$ cat config.mk
export PLATFORM = sky130hd
export DESIGN_NAME = dat_phys_controller
export DESIGN_NICKNAME = d
export VERILOG_FILES = /design/src/logic/sd_dat_pkg.sv /design/src/logic/dat_phys_controller.sv
export VERILOG_INCLUDE_DIRS = /design/src /design/src/logic
export SDC_FILE = /design/constraint.sdc
export NUM_CORES = 1
export LEC_CHECK = 0
export BUFFER_PORTS_ARGS = -buffer_cell sky130_fd_sc_hd__clkbuf_2
export CAP_MARGIN = 5
export CORE_AREA = 2 2 139 73
export CTS_CLUSTER_SIZE = 14
export DETAILED_ROUTE_END_ITERATION = 6
export DIE_AREA = 0 0 141 75
export PLACE_DENSITY = 0.79
export SLEW_MARGIN = 10
export SYNTH_ARGS = -nofsm -noshare
export SYNTH_HDL_FRONTEND = slang
export SYNTH_SLANG_ARGS = --single-unit
$ cat constraint.sdc
create_clock -name sd_clock -period 2.8 [get_ports sd_clock]
set_input_delay 0.42 -clock sd_clock [delete_from_list [all_inputs] [get_ports sd_clock]]
set_output_delay 0.42 -clock sd_clock [all_outputs]
set_load 0.02 [all_outputs]
$ cat src/logic/sd_dat_config.svh
`ifndef SD_DAT_CONFIG_SVH
`define SD_DAT_CONFIG_SVH

// data word carried by one block
`define DAT_WORD_BITS 32

// CCITT CRC over the data bits
`define DAT_CRC_BITS 16

// start bit + data + crc + end bit
`define DAT_FRAME_BITS 50

// status token from the card after a write, start bit included
`define DAT_TOKEN_BITS 8

`define DAT_BLOCK_BITS 4
`define DAT_TIMEOUT_BITS 16

// status bits of an accepted block
`define DAT_TOKEN_OK 3'b010

`endif
$ cat src/logic/sd_dat_pkg.sv
`default_nettype none

`include "sd_dat_config.svh"

package sd_dat_pkg;

	typedef logic [`DAT_WORD_BITS-1:0] dat_word_t;
	typedef logic [`DAT_CRC_BITS-1:0] crc16_t;
	typedef logic [5:0] frame_len_t;
	typedef logic [`DAT_BLOCK_BITS-1:0] blk_count_t;
	typedef logic [`DAT_TIMEOUT_BITS-1:0] timeout_t;

	// write_read high selects a write (host to card)
	typedef struct packed {
		logic write_read;
		logic multiple;
		blk_count_t blocks;
		timeout_t timeout;
	} host_cmd_t;

	// crc_ok also covers the end bit
	typedef struct packed {
		dat_word_t word;
		logic [2:0] token;
		logic crc_ok;
	} rx_result_t;

	typedef enum logic [2:0] {
		S_IDLE,
		S_FETCH,
		S_SEND,
		S_TOKEN,
		S_WAIT_RX,
		S_STORE,
		S_DONE
	} ctrl_state_t;

	// one bit of x^16 + x^12 + x^5 + 1
	function automatic crc16_t crc16_step(input crc16_t crc, input logic bit_in);
		logic fb;
		crc16_t nxt;
		fb = crc[`DAT_CRC_BITS-1] ^ bit_in;
		nxt = {crc[`DAT_CRC_BITS-2:0], 1'b0};
		if (fb)
			nxt = nxt ^ 16'h1021;
		return nxt;
	endfunction

endpackage

`default_nettype wire

$ cat src/logic/dat_phys_controller.sv
`timescale 1ns/1ps
`default_nettype none

`include "sd_dat_config.svh"

module dat_phys_controller (
	input wire sd_clock,
	input wire arst_n,
	input wire strobe_in,
	input wire ack_in,
	input wire idle_in,
	input wire sd_dat_pkg::host_cmd_t cmd,
	input wire status,
	input wire sd_dat_pkg::dat_word_t data_from_fifo,
	input wire tx_done,
	input wire rx_started,
	input wire rx_done,
	input wire sd_dat_pkg::rx_result_t rx_result,
	output logic serial_ready,
	output logic complete,
	output logic ack_out,
	output logic data_timeout,
	output logic crc_error,
	output logic read_enable,
	output logic write_enable,
	output sd_dat_pkg::dat_word_t data_to_fifo,
	output logic tx_load,
	output sd_dat_pkg::dat_word_t tx_word,
	output logic rx_enable,
	output logic rx_token_mode
);
	import sd_dat_pkg::*;

	ctrl_state_t state;
	host_cmd_t cmd_q;
	blk_count_t remaining;
	timeout_t tout_cnt;
	dat_word_t word_q;
	logic word_valid;
	// fifo data arrives the cycle after read_enable
	logic cap_q;
	logic last_block;
	logic tout_hit;

	assign serial_ready = (state == S_IDLE);
	assign complete = (state == S_DONE);
	assign rx_token_mode = (state == S_TOKEN);
	assign rx_enable = (state == S_TOKEN) || (state == S_WAIT_RX);
	assign tx_word = word_q;
	assign last_block = (remaining == blk_count_t'(1));
	assign tout_hit = rx_enable && !rx_started && (tout_cnt == cmd_q.timeout);

	// next word is prefetched while the token of the current block comes in
	assign read_enable = !word_valid && !cap_q && !status &&
		((state == S_FETCH) || (state == S_TOKEN && !last_block));
	assign write_enable = (state == S_STORE) && !status;

	always_ff @(posedge sd_clock or negedge arst_n) begin
		if (!arst_n) begin
			state <= S_IDLE;
			cmd_q <= '0;
			remaining <= '0;
			tout_cnt <= '0;
			word_valid <= 1'b0;
			cap_q <= 1'b0;
			ack_out <= 1'b0;
			data_timeout <= 1'b0;
			crc_error <= 1'b0;
			tx_load <= 1'b0;
		end else begin
			ack_out <= 1'b0;
			tx_load <= 1'b0;
			cap_q <= read_enable;
			if (cap_q)
				word_valid <= 1'b1;
			if (rx_enable && !rx_started)
				tout_cnt <= tout_cnt + 1'b1;

			if (idle_in) begin
				state <= S_IDLE;
				data_timeout <= 1'b0;
				crc_error <= 1'b0;
				word_valid <= 1'b0;
				cap_q <= 1'b0;
			end else if (tout_hit) begin
				data_timeout <= 1'b1;
				state <= S_DONE;
			end else begin
				case (state)
					S_IDLE: if (strobe_in) begin
						cmd_q <= cmd;
						// single block unless multiple with a nonzero count
						remaining <= (cmd.multiple && cmd.blocks != '0) ? cmd.blocks : 1'b1;
						tout_cnt <= '0;
						data_timeout <= 1'b0;
						crc_error <= 1'b0;
						word_valid <= 1'b0;
						state <= cmd.write_read ? S_FETCH : S_WAIT_RX;
					end
					S_FETCH: if (word_valid) begin
						tx_load <= 1'b1;
						word_valid <= 1'b0;
						state <= S_SEND;
					end
					S_SEND: if (tx_done) begin
						tout_cnt <= '0;
						state <= S_TOKEN;
					end
					S_TOKEN: if (rx_done) begin
						if (rx_result.token != `DAT_TOKEN_OK) begin
							crc_error <= 1'b1;
							state <= S_DONE;
						end else if (last_block) begin
							state <= S_DONE;
						end else begin
							remaining <= remaining - 1'b1;
							state <= S_FETCH;
						end
					end
					S_WAIT_RX: if (rx_done) begin
						if (!rx_result.crc_ok) begin
							crc_error <= 1'b1;
							state <= S_DONE;
						end else begin
							state <= S_STORE;
						end
					end
					S_STORE: if (!status) begin
						if (last_block) begin
							state <= S_DONE;
						end else begin
							remaining <= remaining - 1'b1;
							tout_cnt <= '0;
							state <= S_WAIT_RX;
						end
					end
					S_DONE: if (ack_in) begin
						ack_out <= 1'b1;
						state <= S_IDLE;
					end
					default: state <= S_IDLE;
				endcase
			end
		end
	end

	always_ff @(posedge sd_clock) begin
		if (cap_q)
			word_q <= data_from_fifo;
		if (state == S_WAIT_RX && rx_done)
			data_to_fifo <= rx_result.word;
	end

endmodule

`default_nettype wire

==> results of run 1 <==
## layout make-up
cell class	count	area share [%]
clock buffers	9	3.91
clock inverters	7	1.11
inverters	9	0.587
multi-input cells	185	23.2
flip-flops and latches	109	53.0
well taps	121	2.63
repair buffers	177	15.6
## cells by family (layout without fill, tap and decap cells)
group	Yosys count	in the layout	synth area share, %
flip-flops	109	109	67.8
AND/OR/NAND/NOR	96	96	11.0
AO/OA/AOI/OAI	36	36	6.23
XOR/XNOR	31	31	6.04
buffers and inverters	21	202	2.56
multiplexers	19	19	5.54
adder cells (fa/ha/maj)	3	3	0.835
## sequential cells by signal, indices dropped and copies added, names as in the netlist
signal        count
remaining         4
tx_word          32
word_valid        1
state             3
cmd_q            16
data_to_fifo     32
tx_load           1
cap_q             1
tout_cnt         16
data_timeout      1
crc_error         1
ack_out           1
## stage by stage
| step | setup slack, ps | util [%] | total power (uW) | hold WS [ps] | cells |
|---|---|---|---|---|---|
| floorplan | 213 | - | 3220 | 124 | 315 |
| global placement | 474 | 58.8 | 3520 | 515 | 601 |
| detailed placement | 455 | 58.8 | 3560 | 519 | 601 |
| CTS | 254 | 62.0 | 4800 | 169 | 617 |
| global route | 96.2 | 62.0 | 5020 | 200 | 617 |
| finish | 243 | 62.0 | 4760 | 152 | 617 |
## power by group through the flow
stage / Sequential [uW] / Clock, uW / Combinational (uW)
finish: 2230 / 1240 / 1300
global route: 2270 / 1330 / 1420
CTS: 2230 / 1270 / 1300
detailed placement: 2270 / 0 / 1300
global placement: 2250 / 0 / 1270
floorplan: 2310 / 0 / 909
## worst reg2reg max path, stage by stage (launching register included)
cell      delay [ps]
dfrtp_1          660
nand3b_1         370
a21oi_4          330
and3_4           250
a21oi_2           80
and2_4           250
mux2_4           330
## layer usage
| layer | vias up | share of wire (%) |
|---|---|---|
| li1 | 1495 | - |
| met1 | 1523 | 40 |
| met2 | 97 | 53 |
| met3 | 14 | 5.7 |
| met4 | 0 | 1.1 |
| met5 | - | 0 |
## worst paths after layout
kind                       cells past startpoint          start                to  slack (ps)
max                                            5       state[0]       read_enable         240
min                                            2         arst_n      remaining[3]         150
max reg2reg                                    6       state[0]         cmd_q[14]         410
min reg2reg                                    2   data_timeout      data_timeout         520
max in group asynchronous                      2         arst_n       tout_cnt[6]        2260
min in group sd_clock                          1  rx_result[24]  data_to_fifo[20]         240
## cells in the final DEF (no fill, tap or decap), types with 4 or more instances in the layout
cell,synthesis,final
mux2_2,7,7
a31oi_1,5,5
dfrtp_1,45,45
nor2_1,34,34
a21oi_1,8,8
nor2b_1,4,4
nor3_1,7,7
edfxtp_1,64,64
mux2_4,10,10
buf_4,0,5
clkbuf_2,0,172
inv_1,9,9
nand2_1,13,13
nand4_1,7,7
xor2_1,13,13
xnor2_1,18,18
o21ai_0,4,4
clkbuf_16,0,9
nand3_1,5,5
and3_1,7,7
nor4_1,4,4
==> results summary, run 1 <==
The number of buffers added by the clock tree synthesis step is 9. The I/O pin count is 173. The vertical extent of the die is 75 um. For the finished layout, the period the worst path requires is 2560 ps.

The worst hold path belongs to the class in2async. Among all flip-flop cells after synthesis, the most frequent one is edfxtp_1. The number of violations of the max-capacitance limit is 0. The leakage power came out at about 0.0026 uW.

The growth of design area from synthesis to finish came out at 28.0%. The number of synthesized register bits is 109. Static timing analysis puts the maximum clock frequency at 391 MHz. The clock arrives with roughly 3.1 ps of skew.

The global-route met1 utilization came out at roughly a fifth. The fraction of power spent switching nets is 31.9%. The initial antenna violation count is 0. In this run the worst path has a maximum fanout of 19. The per-cell via count in the routed design came out at about 5.1. Fill cells in the final layout number 742. The final weighted congestion in routability-driven placement came out at a little over 0.8. For met3 alone, demand over resource in global routing was between 5 and 6%. In this design, the largest share of critical-path delay is due to flip-flops. The worst-case vdd ir drop is 347 uV. The latest clock arrival within the worst-skew pair came out at 350 ps.

The number of remaining DRC errors came out at 0. The remaining max-slew budget at the tightest pin came out at 59.9%. The synthesized area divided by synthesized cell count came out at 14.3 um2. Summing all flip-flop and latch instances after layout gives between 3000 and 4000 um2. Buffers added to address setup during post-CTS repair amount to 0.

For the pin with the worst max-slew slack, the measured transition is 602 ps. The critical path is of the reg2out type. In this run the remaining antenna-violating nets after routing total 0. The internal power is 3240 uW. For this run, the post-layout net count is 593. The combinational share of power is 27.2%. The global-route wire length before repair is 14300 um.

The full die area is 10600 um2. By area the synthesized netlist is led by edfxtp_1 (43%), dfrtp_1 (25%), xnor2_1 (3.5%), mux2_4 (3.3%), nor2_1 (2.8%). The synthesized netlist occupies a cell area of 4500 um2. The number of resized instances in the post-cts repair step is 0.

The number of optimization iterations in the first detailed-route pass came out at 4. The clock root buffer is clkbuf_16. The portion of total power attributed to the clock network is 26.0%. The post-synthesis net count is around 420. After synthesis, the largest area contributor takes up between 40% and 50% of total cell area. In this run the horizontal extent of the chip is 141 um. The endpoint arrival time on the critical path is ~2100 ps. The global routing usage on met2 is 33.3%. The fraction of power consumed by sequential logic is 46.8%. The number of hold buffers added after CTS came out at 0.

For this run the aggregate overflow at the end of global routing stands at 0. The standard cell with the maximum stage delay on the critical path is dfrtp_1. The number of max-slew violations in the final report is 0. In the post-synthesis netlist, the cell with the most instances is edfxtp_1.

The power per unit of standard cell area came out at 827 nW/um2. The flow ran to the end, and the final reports show no timing, DRC or antenna violations. The worst setup path is launched from a flop. The total negative setup slack is 0 ps. Setup repair after global routing left no endpoint under its margin. The number of buffers and inverters on the critical path is 2. Setup violations remaining at the end of the flow were counted as 0. The initial utilization of the core area, before any placement, comes to 48.4%.

The placed instances occupy a cell area of around 5500 um2. The pin count of the biggest net entering global routing is 46. The number of enable flip-flop cells after synthesis came out at 64. TritonCTS built the clock tree.

The layer flagged by global routing as most heavily used is met2. The most area-hungry cell type in the Yosys netlist is edfxtp_1. The worst endpoint required time came out at 2380 ps. The clock net sink count came out at about 110. In this run the standard cell core region covers 9290 um2. The longest clock path from root to sink contains 2 buffers. Summed over all nets, the switching power comes to 1520 uW.

The cell area after layout is 5760 um2. The fraction of synthesis flops using an asynchronous set or reset pin came out at 41.3%. The distinct cell type count of the synthesized netlist came out at 52. The post-detailed-route wirelength per cell came out at 15.3 um. The footprint of the multi-input gates is ~1300 um2. The overall global routing resource usage came out at between 15 and 20%. The first-iteration detailed-routing DRC count came out at 151.

The signal on the critical path passes through nand3b_1 -> inv_1 -> a21oi_1 -> nor4_1 -> clkbuf_2. The number of global-route vias before repair is ~3000. The routed wire length is about 9400 um. The final number of hold-violating endpoints came out at 0. After clock tree synthesis, the clock-pin slew on the worst setup and hold paths is 70 ps. By count the netlist is led by edfxtp_1 (64), dfrtp_1 (45), nor2_1 (34).

For this run, the slowest stage of the critical path takes approximately 660 ps. The layout cell share with drive strength beyond 1 is between 40% and 50%. In the finished design, the share of the clock period the worst path needs comes to 91.3%. The placed wire-length estimate is between 7000 and 8000 um. The floorplan has 25 rows. The type of destination of the critical path is an output port. Across all layers, the routed design uses 3129 vias. The final antenna diode count came out at 0. The count of input and output buffers is 172. CTS built an H-tree with a depth of 3. Yosys printed 0 warnings.

After technology mapping, the gate count stands at approximately 320. The sequential-to-total area share from yosys stat came out at 67.8%.
Note: power is estimated with default switching activity, not from simulation.
==> run 2, diff against run 1 <==
--- a/config.mk
+++ b/config.mk
@@ -8,11 +8,13 @@
 export LEC_CHECK = 0
 export BUFFER_PORTS_ARGS = -buffer_cell sky130_fd_sc_hd__clkbuf_2
 export CAP_MARGIN = 5
-export CORE_AREA = 2 2 139 73
+export CELL_PAD_IN_SITES_DETAIL_PLACEMENT = 0
+export CELL_PAD_IN_SITES_GLOBAL_PLACEMENT = 1
+export CORE_AREA = 2 2 157 82
 export CTS_CLUSTER_SIZE = 14
 export DETAILED_ROUTE_END_ITERATION = 6
-export DIE_AREA = 0 0 141 75
-export PLACE_DENSITY = 0.79
+export DIE_AREA = 0 0 159 84
+export PLACE_DENSITY_LB_ADDON = 0.1
 export SLEW_MARGIN = 10
 export SYNTH_ARGS = -nofsm -noshare
 export SYNTH_HDL_FRONTEND = slang
==> constraint.sdc (replaced) <==
create_clock -name sd_clock -period 2.7 [get_ports sd_clock]
set_input_delay 0.405 -clock sd_clock [delete_from_list [all_inputs] [get_ports sd_clock]]
set_output_delay 0.405 -clock sd_clock [all_outputs]
set_load 0.02 [all_outputs]
==> run 2 against run 1 <==
Compared with the run above: sequential share of layout area is 1.1 points lower; count of clock-buffer cells in the layout stayed put; clock skew is 1.4 ps higher; combinational power is 13% higher; critical path type unchanged.
==> results summary, run 2 (same netlist as run 1, synthesis figures left out) <==
The number of optimization iterations in the first detailed-route pass came out at 5 (+1). The number of violations of the max-capacitance limit came out at 0 (unchanged). The worst hold path belongs to the class in2async. The final global-route overflow total is 0 (unchanged).

The number of fill cells in the layout came to 1136 (+53%). The type of the worst setup path is reg2out. Based on the critical path, the design can be clocked at up to roughly 400 MHz.

Setup repair after global routing left no endpoint under its margin. The horizontal die dimension came out at 159 um (+13%). The final setup skew came out at 4.45 ps (+1.36 ps). The final weighted congestion in routability-driven placement came out at 0.813 (-1.1%). The largest driver fanout on the critical path came out at 13 (-6). In the layout the commonest cells are clkbuf_2 (172), edfxtp_1 (64), dfrtp_1 (45). The routed wire length came out at 10800 um (+15%). The run finished with clean final reports. The leakage power is 0.00262 uW (+1.5%). The layout cell share with drive strength beyond 1 came out at 45.1% (+0.98 points). The clock transition at the registers of the reported paths came out at 70 ps (about the same). The latest clock arrival within the worst-skew pair came out at 350 ps (about the same). The number of global-route vias before repair is 3016 (+1.2%).

The per-cell via count in the routed design came to 4.74 (-6.4%). The growth of design area from synthesis to finish is 30.6%. The remaining number of nets flagged by the antenna check after routing is 0 (unchanged). The total number of vias came out at 3193 (+2.0%).

The global-route wire length before repair is 17100 um (+20%). The number of buffers added by the clock tree synthesis step is 9 (unchanged). The first-iteration detailed-routing DRC count was 277 (+83%). The worst-case vdd ir drop is 377 uV (+8.5%).

The count of H-tree levels built during CTS came out at 3 (unchanged). The power per unit of standard cell area was 859 nW/um2 (+3.9%). The full die area is 13400 um2 (+26%). The number of hold buffers added after CTS came to 0 (unchanged).

The total setup violations reported at the end of the flow is 0 (unchanged). The count of input and output buffers is 172 (unchanged). The overall global routing resource usage came to 16.7% (-1.0 points). The vertical extent of the die came out at 84 um (+12%). The clock net sink count is 109 (unchanged). The pin count of the biggest net entering global routing is 34 (-26%). The largest buffer count on any clock path is 2 (unchanged). Leaving out fill and tap cells, the most frequent cell in the layout is clkbuf_2. The type of destination of the critical path is an output port. For the finished layout, the period the worst path requires is roughly 2500 ps. The area inside the core boundary came out at 12200 um2 (+31%). The post-detailed-route wirelength per cell is 16.0 um (+5.0%).

The I/O pin count came out at 173 (unchanged). The number of non-filler instances in the completed layout is 673 (+9.1%). The number of remaining DRC errors came to 0 (unchanged). The initial core utilization is 36.9% (-12 points). The number of nets at the end of the flow came out at 600 (+1.2%).

The clock root buffer is clkbuf_16. The initial antenna violation count came out at 0 (unchanged). The worst endpoint required time is 2300 ps (-80 ps). STA classifies the critical path startpoint as a flop. The total negative setup slack came out at 0 ps (unchanged). The final clock period utilization by the worst path came out at 93.1%. The placed wire-length estimate is 8250 um (+18%). The number of max-slew violations in the final report is 0 (unchanged). The row count was 29 (+16%). The TritonCTS clock tree is done. The final number of hold-violating endpoints came out at 0 (unchanged).

The number of placed instances, taps included came out at 657 (+9.3%). The slew of the pin with the lowest slew margin is 622 ps (+20.1 ps). The final antenna diode count is 0 (unchanged).

The remaining max-slew budget at the tightest pin is 58.6% (-1.3 points). The endpoint arrival time on the critical path is 2110 ps (-30 ps).
run 2: changes by cell type in the layout (fill, tap and decap cells not counted), sizes merged:
cell / change
buf: +7
clkinv: +1
inv: -1
run 2: repair_timing:
| item | CTS | global route |
|---|---|---|
| gates resized for setup | 0 | 1 |
| hold endpoints to repair | 0 | 0 |
| endpoints found under the setup margin | 0 | 1 |
| buffers inserted | 0 | 0 |
run 2: worst paths after layout:
kind                                   start               to  slack (ps)  cells past startpoint
worst max-delay path                state[0]      read_enable         190                      6
worst min-delay path                  arst_n         cmd_q[7]           4                      1
worst max register to register      state[1]     remaining[1]         340                      7
worst min register to register      cmd_q[4]         cmd_q[4]         530                      1
max in group asynchronous             arst_n      tout_cnt[1]        1940                      2
min in group sd_clock           rx_result[4]  data_to_fifo[0]         230                      1
run 2: through the flow:
step                total power, uW  hold WS, ps  worst slack (ps)  util, %  area (um2)
floorplan                      3330          109               113        -        4500
detailed placement             3790          404               375     45.8        5580
global placement               3800          397               443     45.8        5580
global route                   5350         35.3              20.8     48.2        5870
finish                         5050         4.30               187     48.2        5870
CTS                            5110         12.8               172     48.1        5870
run 2: metal layers:
metal / track usage, % / share of wire (%)
met1: 25.1 / 51
met3: 5.91 / 8.1
met5: 0 / 0
met4: 5.04 / 1.4
met2: 22.1 / 40
run 2: area by class of cell:
| cell class | count | area (um2) | share of cell area (%) |
|---|---|---|---|
| Tap cell | 170 | 213 | 3.62 |
| Sequential cell | 109 | 3050 | 51.9 |
| Inverter | 9 | 33.8 | 0.575 |
| Timing Repair Buffer | 184 | 951 | 16.2 |
| Clock inverter | 7 | 63.8 | 1.09 |
| Multi-Input combinational cell | 185 | 1340 | 22.8 |
| Clock buffer | 9 | 225 | 3.83 |
run 2: where the power goes:
part / leakage (uW) / switching, uW / internal (uW)
combinational: 0.00132 / 801 / 674
sequential: 0.00116 / 210 / 2080
clock: 0.000143 / 633 / 649
total: 0.00262 / 1640 / 3400
run 2: critical path, cell delays in order, from the launching register on:
cell and delay (ps):
dfrtp_1 580, nand3b_1 300, buf_4 240, inv_1 70
a21oi_1 70, nor4_1 250, clkbuf_2 240
==> run 3, diff against run 2 <==
--- a/config.mk
+++ b/config.mk
@@ -10,10 +10,9 @@
 export CAP_MARGIN = 5
 export CELL_PAD_IN_SITES_DETAIL_PLACEMENT = 0
 export CELL_PAD_IN_SITES_GLOBAL_PLACEMENT = 1
-export CORE_AREA = 2 2 157 82
-export CTS_CLUSTER_SIZE = 14
+export CORE_AREA = 2 2 152 80
 export DETAILED_ROUTE_END_ITERATION = 6
-export DIE_AREA = 0 0 159 84
+export DIE_AREA = 0 0 154 82
 export PLACE_DENSITY_LB_ADDON = 0.1
 export SLEW_MARGIN = 10
 export SYNTH_ARGS = -nofsm -noshare
==> constraint.sdc (replaced) <==
create_clock -name sd_clock -period 3 [get_ports sd_clock]
set_input_delay 0.45 -clock sd_clock [delete_from_list [all_inputs] [get_ports sd_clock]]
set_output_delay 0.45 -clock sd_clock [all_outputs]
set_load 0.02 [all_outputs]
==> run 3 against run 2 <==
Compared with the run above: worst setup slack improved by 220 ps; design area decreased by 1.2%; worst hold slack improved by 99 ps; sequential share of layout area increased by 0.64 points; critical path type unchanged; clock skew increased by 3.0 ps; sequential power decreased by 9.2%; critical path depth decreased by 1.
==> results summary, run 3 (same netlist as run 1, synthesis figures left out) <==
The I/O pin count is 173 (unchanged). The combinational share of power came out at 28.2% (-1.0 points). Leaving out fill and tap cells, the most frequent cell in the layout is clkbuf_2. The number of optimization iterations in the first detailed-route pass came out at 4 (-1). TritonCTS built the clock tree.

The number of resized instances in the post-cts repair step came out at 0 (unchanged). The number of remaining DRC errors is 0 (unchanged). The total setup violations reported at the end of the flow is 0 (unchanged). The number of max-slew violations in the final report is 0 (unchanged). The endpoint arrival time on the critical path was 2150 ps (+40 ps).

The initial core utilization came to 39.5% (+2.6 points). The routed wire length came out at 11400 um (+5.2%). The total area of sequential cells came out at 3050 um2 (unchanged).

The number of hold buffers added after CTS came out at 0 (unchanged). The post-detailed-route wirelength per cell was 17.5 um (+9.4%). The full die area is 12600 um2 (-5.5%). The count of H-tree levels built during CTS came to 3 (unchanged). The slew of the pin with the lowest slew margin is 627 ps (+5.63 ps). The cell sitting at the root of the clock tree is a clkbuf_16. The critical path's largest stage delay is 650 ps (+70 ps).

The portion of total power attributed to the clock network came out at 25.6% (+0.2 points). On the critical path, the stage with the largest delay is an instance of dfrtp_1. STA classifies the critical path endpoint as an output port. The source of the worst register-to-register timing path is state[1].

The total number of vias came out at 3143 (-1.6%). The post-route core utilization came out at 51.0% (+2.8 points). The number of violations of the max-capacitance limit came to 0 (unchanged). In the layout the commonest cells are clkbuf_2 (172), edfxtp_1 (64), dfrtp_1 (45). The leakage power came out at 0.00259 uW (-1.4%).

The post-CTS setup buffer count is 0 (unchanged). The switching power total is 1470 uW (-11%). The count of input and output buffers came out at 172 (unchanged). The largest driver fanout on the critical path came out at 16 (+3). The row count is 28 (-3.4%). The area growth from synthesis to layout is 29.0%. The overall global routing resource usage is 17.9% (+1.2 points). The total negative setup slack came out at 0 ps (unchanged). The latest clock arrival within the worst-skew pair came out at 350 ps (about the same). The final setup skew came to 7.49 ps (+3.04 ps). The most critical setup path has its startpoint at state[1]. The worst-case vdd ir drop is 287 uV (-24%).

The fraction of power consumed by sequential logic is 46.2% (+0.8 points). The power per unit of standard cell area came to 775 nW/um2 (-9.8%). The achievable clock frequency came out at 385 MHz. The clock transition at the registers of the reported paths is 70 ps (about the same). The placed wire-length estimate is 8980 um (+8.8%). The internal power is 3030 uW (-11%). The final weighted congestion in routability-driven placement was 0.836 (+2.7%). The final critical-path required period is 2600 ps.

The per-cell via count in the routed design came to 4.86 (+2.4%). The final global-route overflow total is 0 (unchanged). The area inside the core boundary is 11400 um2 (-6.6%). The footprint of the multi-input gates came to 1340 um2 (-0.37%). The pin count of the biggest net entering global routing came out at 34 (unchanged).

The clock net sink count was 109 (unchanged). The fraction of power spent switching nets came to 32.6% (+0.044 points). The worst hold path belongs to the class in2async. The horizontal die dimension is 154 um (-3.1%). Traced cell by cell, the critical path runs through nand3b_1 -> inv_1 -> a21oi_1 -> nor4_1 -> clkbuf_2. The global-route wire length before repair came out at 16800 um (-1.9%). The worst setup path is of the reg2out kind. The number of fill cells in the layout came out at 1021 (-10%).

The run finished with clean final reports. The vertical extent of the die came to 82 um (-2.4%). The initial antenna violation count was 0 (unchanged).

The number of buffers added by the clock tree synthesis step came out at 9 (unchanged). The remaining number of nets flagged by the antenna check after routing is 0 (unchanged). The final clock period utilization by the worst path came out at 86.5%.

Setup repair after global routing left no endpoint under its margin. The first-iteration detailed-routing DRC count came out at 202 (-27%). The layout cell share with drive strength beyond 1 came out at 44.3% (-0.86 points). The number of nets at the end of the flow is 594 (-1.0%). The largest buffer count on any clock path is 2 (unchanged).

The remaining max-slew budget at the tightest pin is 58.2% (-0.38 points). The post-layout worst setup margin is 405 ps (+218 ps). The worst setup timing slack at the placement stage came out at 541 ps (+166 ps). The worst endpoint required time came to 2550 ps (+250 ps).

The final antenna diode count is 0 (unchanged). The number of global-route vias before repair is 2896 (-4.0%). The worst setup path is launched from a flop.

The final number of hold-violating endpoints is 0 (unchanged).
run 3: worst paths after layout:
check                                    to  slack (ps)  depth (start not counted)
max reg2reg                     tout_cnt[8]         520                          6
max                             read_enable         400                          5
min in group sd_clock      data_to_fifo[25]         270                          1
max in group asynchronous           tx_load        2150                          2
min                                cmd_q[5]         100                          1
min reg2reg                    data_timeout         540                          2
run 3: cell type report:
| cell class | count | area share [%] |
|---|---|---|
| Timing Repair Buffer | 178 | 15.6 |
| Multi-Input combinational cell | 185 | 23.0 |
| Clock buffer | 9 | 3.88 |
| Tap cell | 150 | 3.23 |
| Sequential cell | 109 | 52.5 |
| Inverter | 9 | 0.582 |
| Clock inverter | 7 | 1.16 |
run 3: through the flow:
step / cells / power (uW) / hold slack (ps) / area [um2]
floorplan: 315 / 3000 / 154 / 4500
global placement: 631 / 3370 / 492 / 5510
detailed placement: 631 / 3380 / 493 / 5510
CTS: 647 / 4550 / 108 / 5800
global route: 647 / 4760 / 145 / 5800
finish: 647 / 4500 / 104 / 5800
run 3: metal layers:
metal | vias to the layer above | wire length (um) | global-route usage (%)
li1 | 1499 | - | -
met1 | 1530 | 6130 | 28.6
met2 | 107 | 4410 | 22.5
met3 | 7 | 738 | 5.49
met4 | 0 | 74 | 4.77
met5 | - | 0 | 0
run 3: power by group through the flow:
stage | sequential (uW) | combinational, uW | clock (uW)
2_1_floorplan | 2150 | 848 | 0
3_5_place_dp | 2110 | 1270 | 0
4_1_cts | 2080 | 1270 | 1200
5_1_grt | 2120 | 1390 | 1250
6_report | 2080 | 1270 | 1150
3_3_place_gp | 2110 | 1260 | 0
run 3: worst max-delay path: cells and delay by family, from the launching register on:
kind	cells	cell delay, ps
AO/OA/AOI/OAI	1	80
buffers and inverters	2	410
AND/OR/NAND/NOR	2	650
flip-flops	1	650
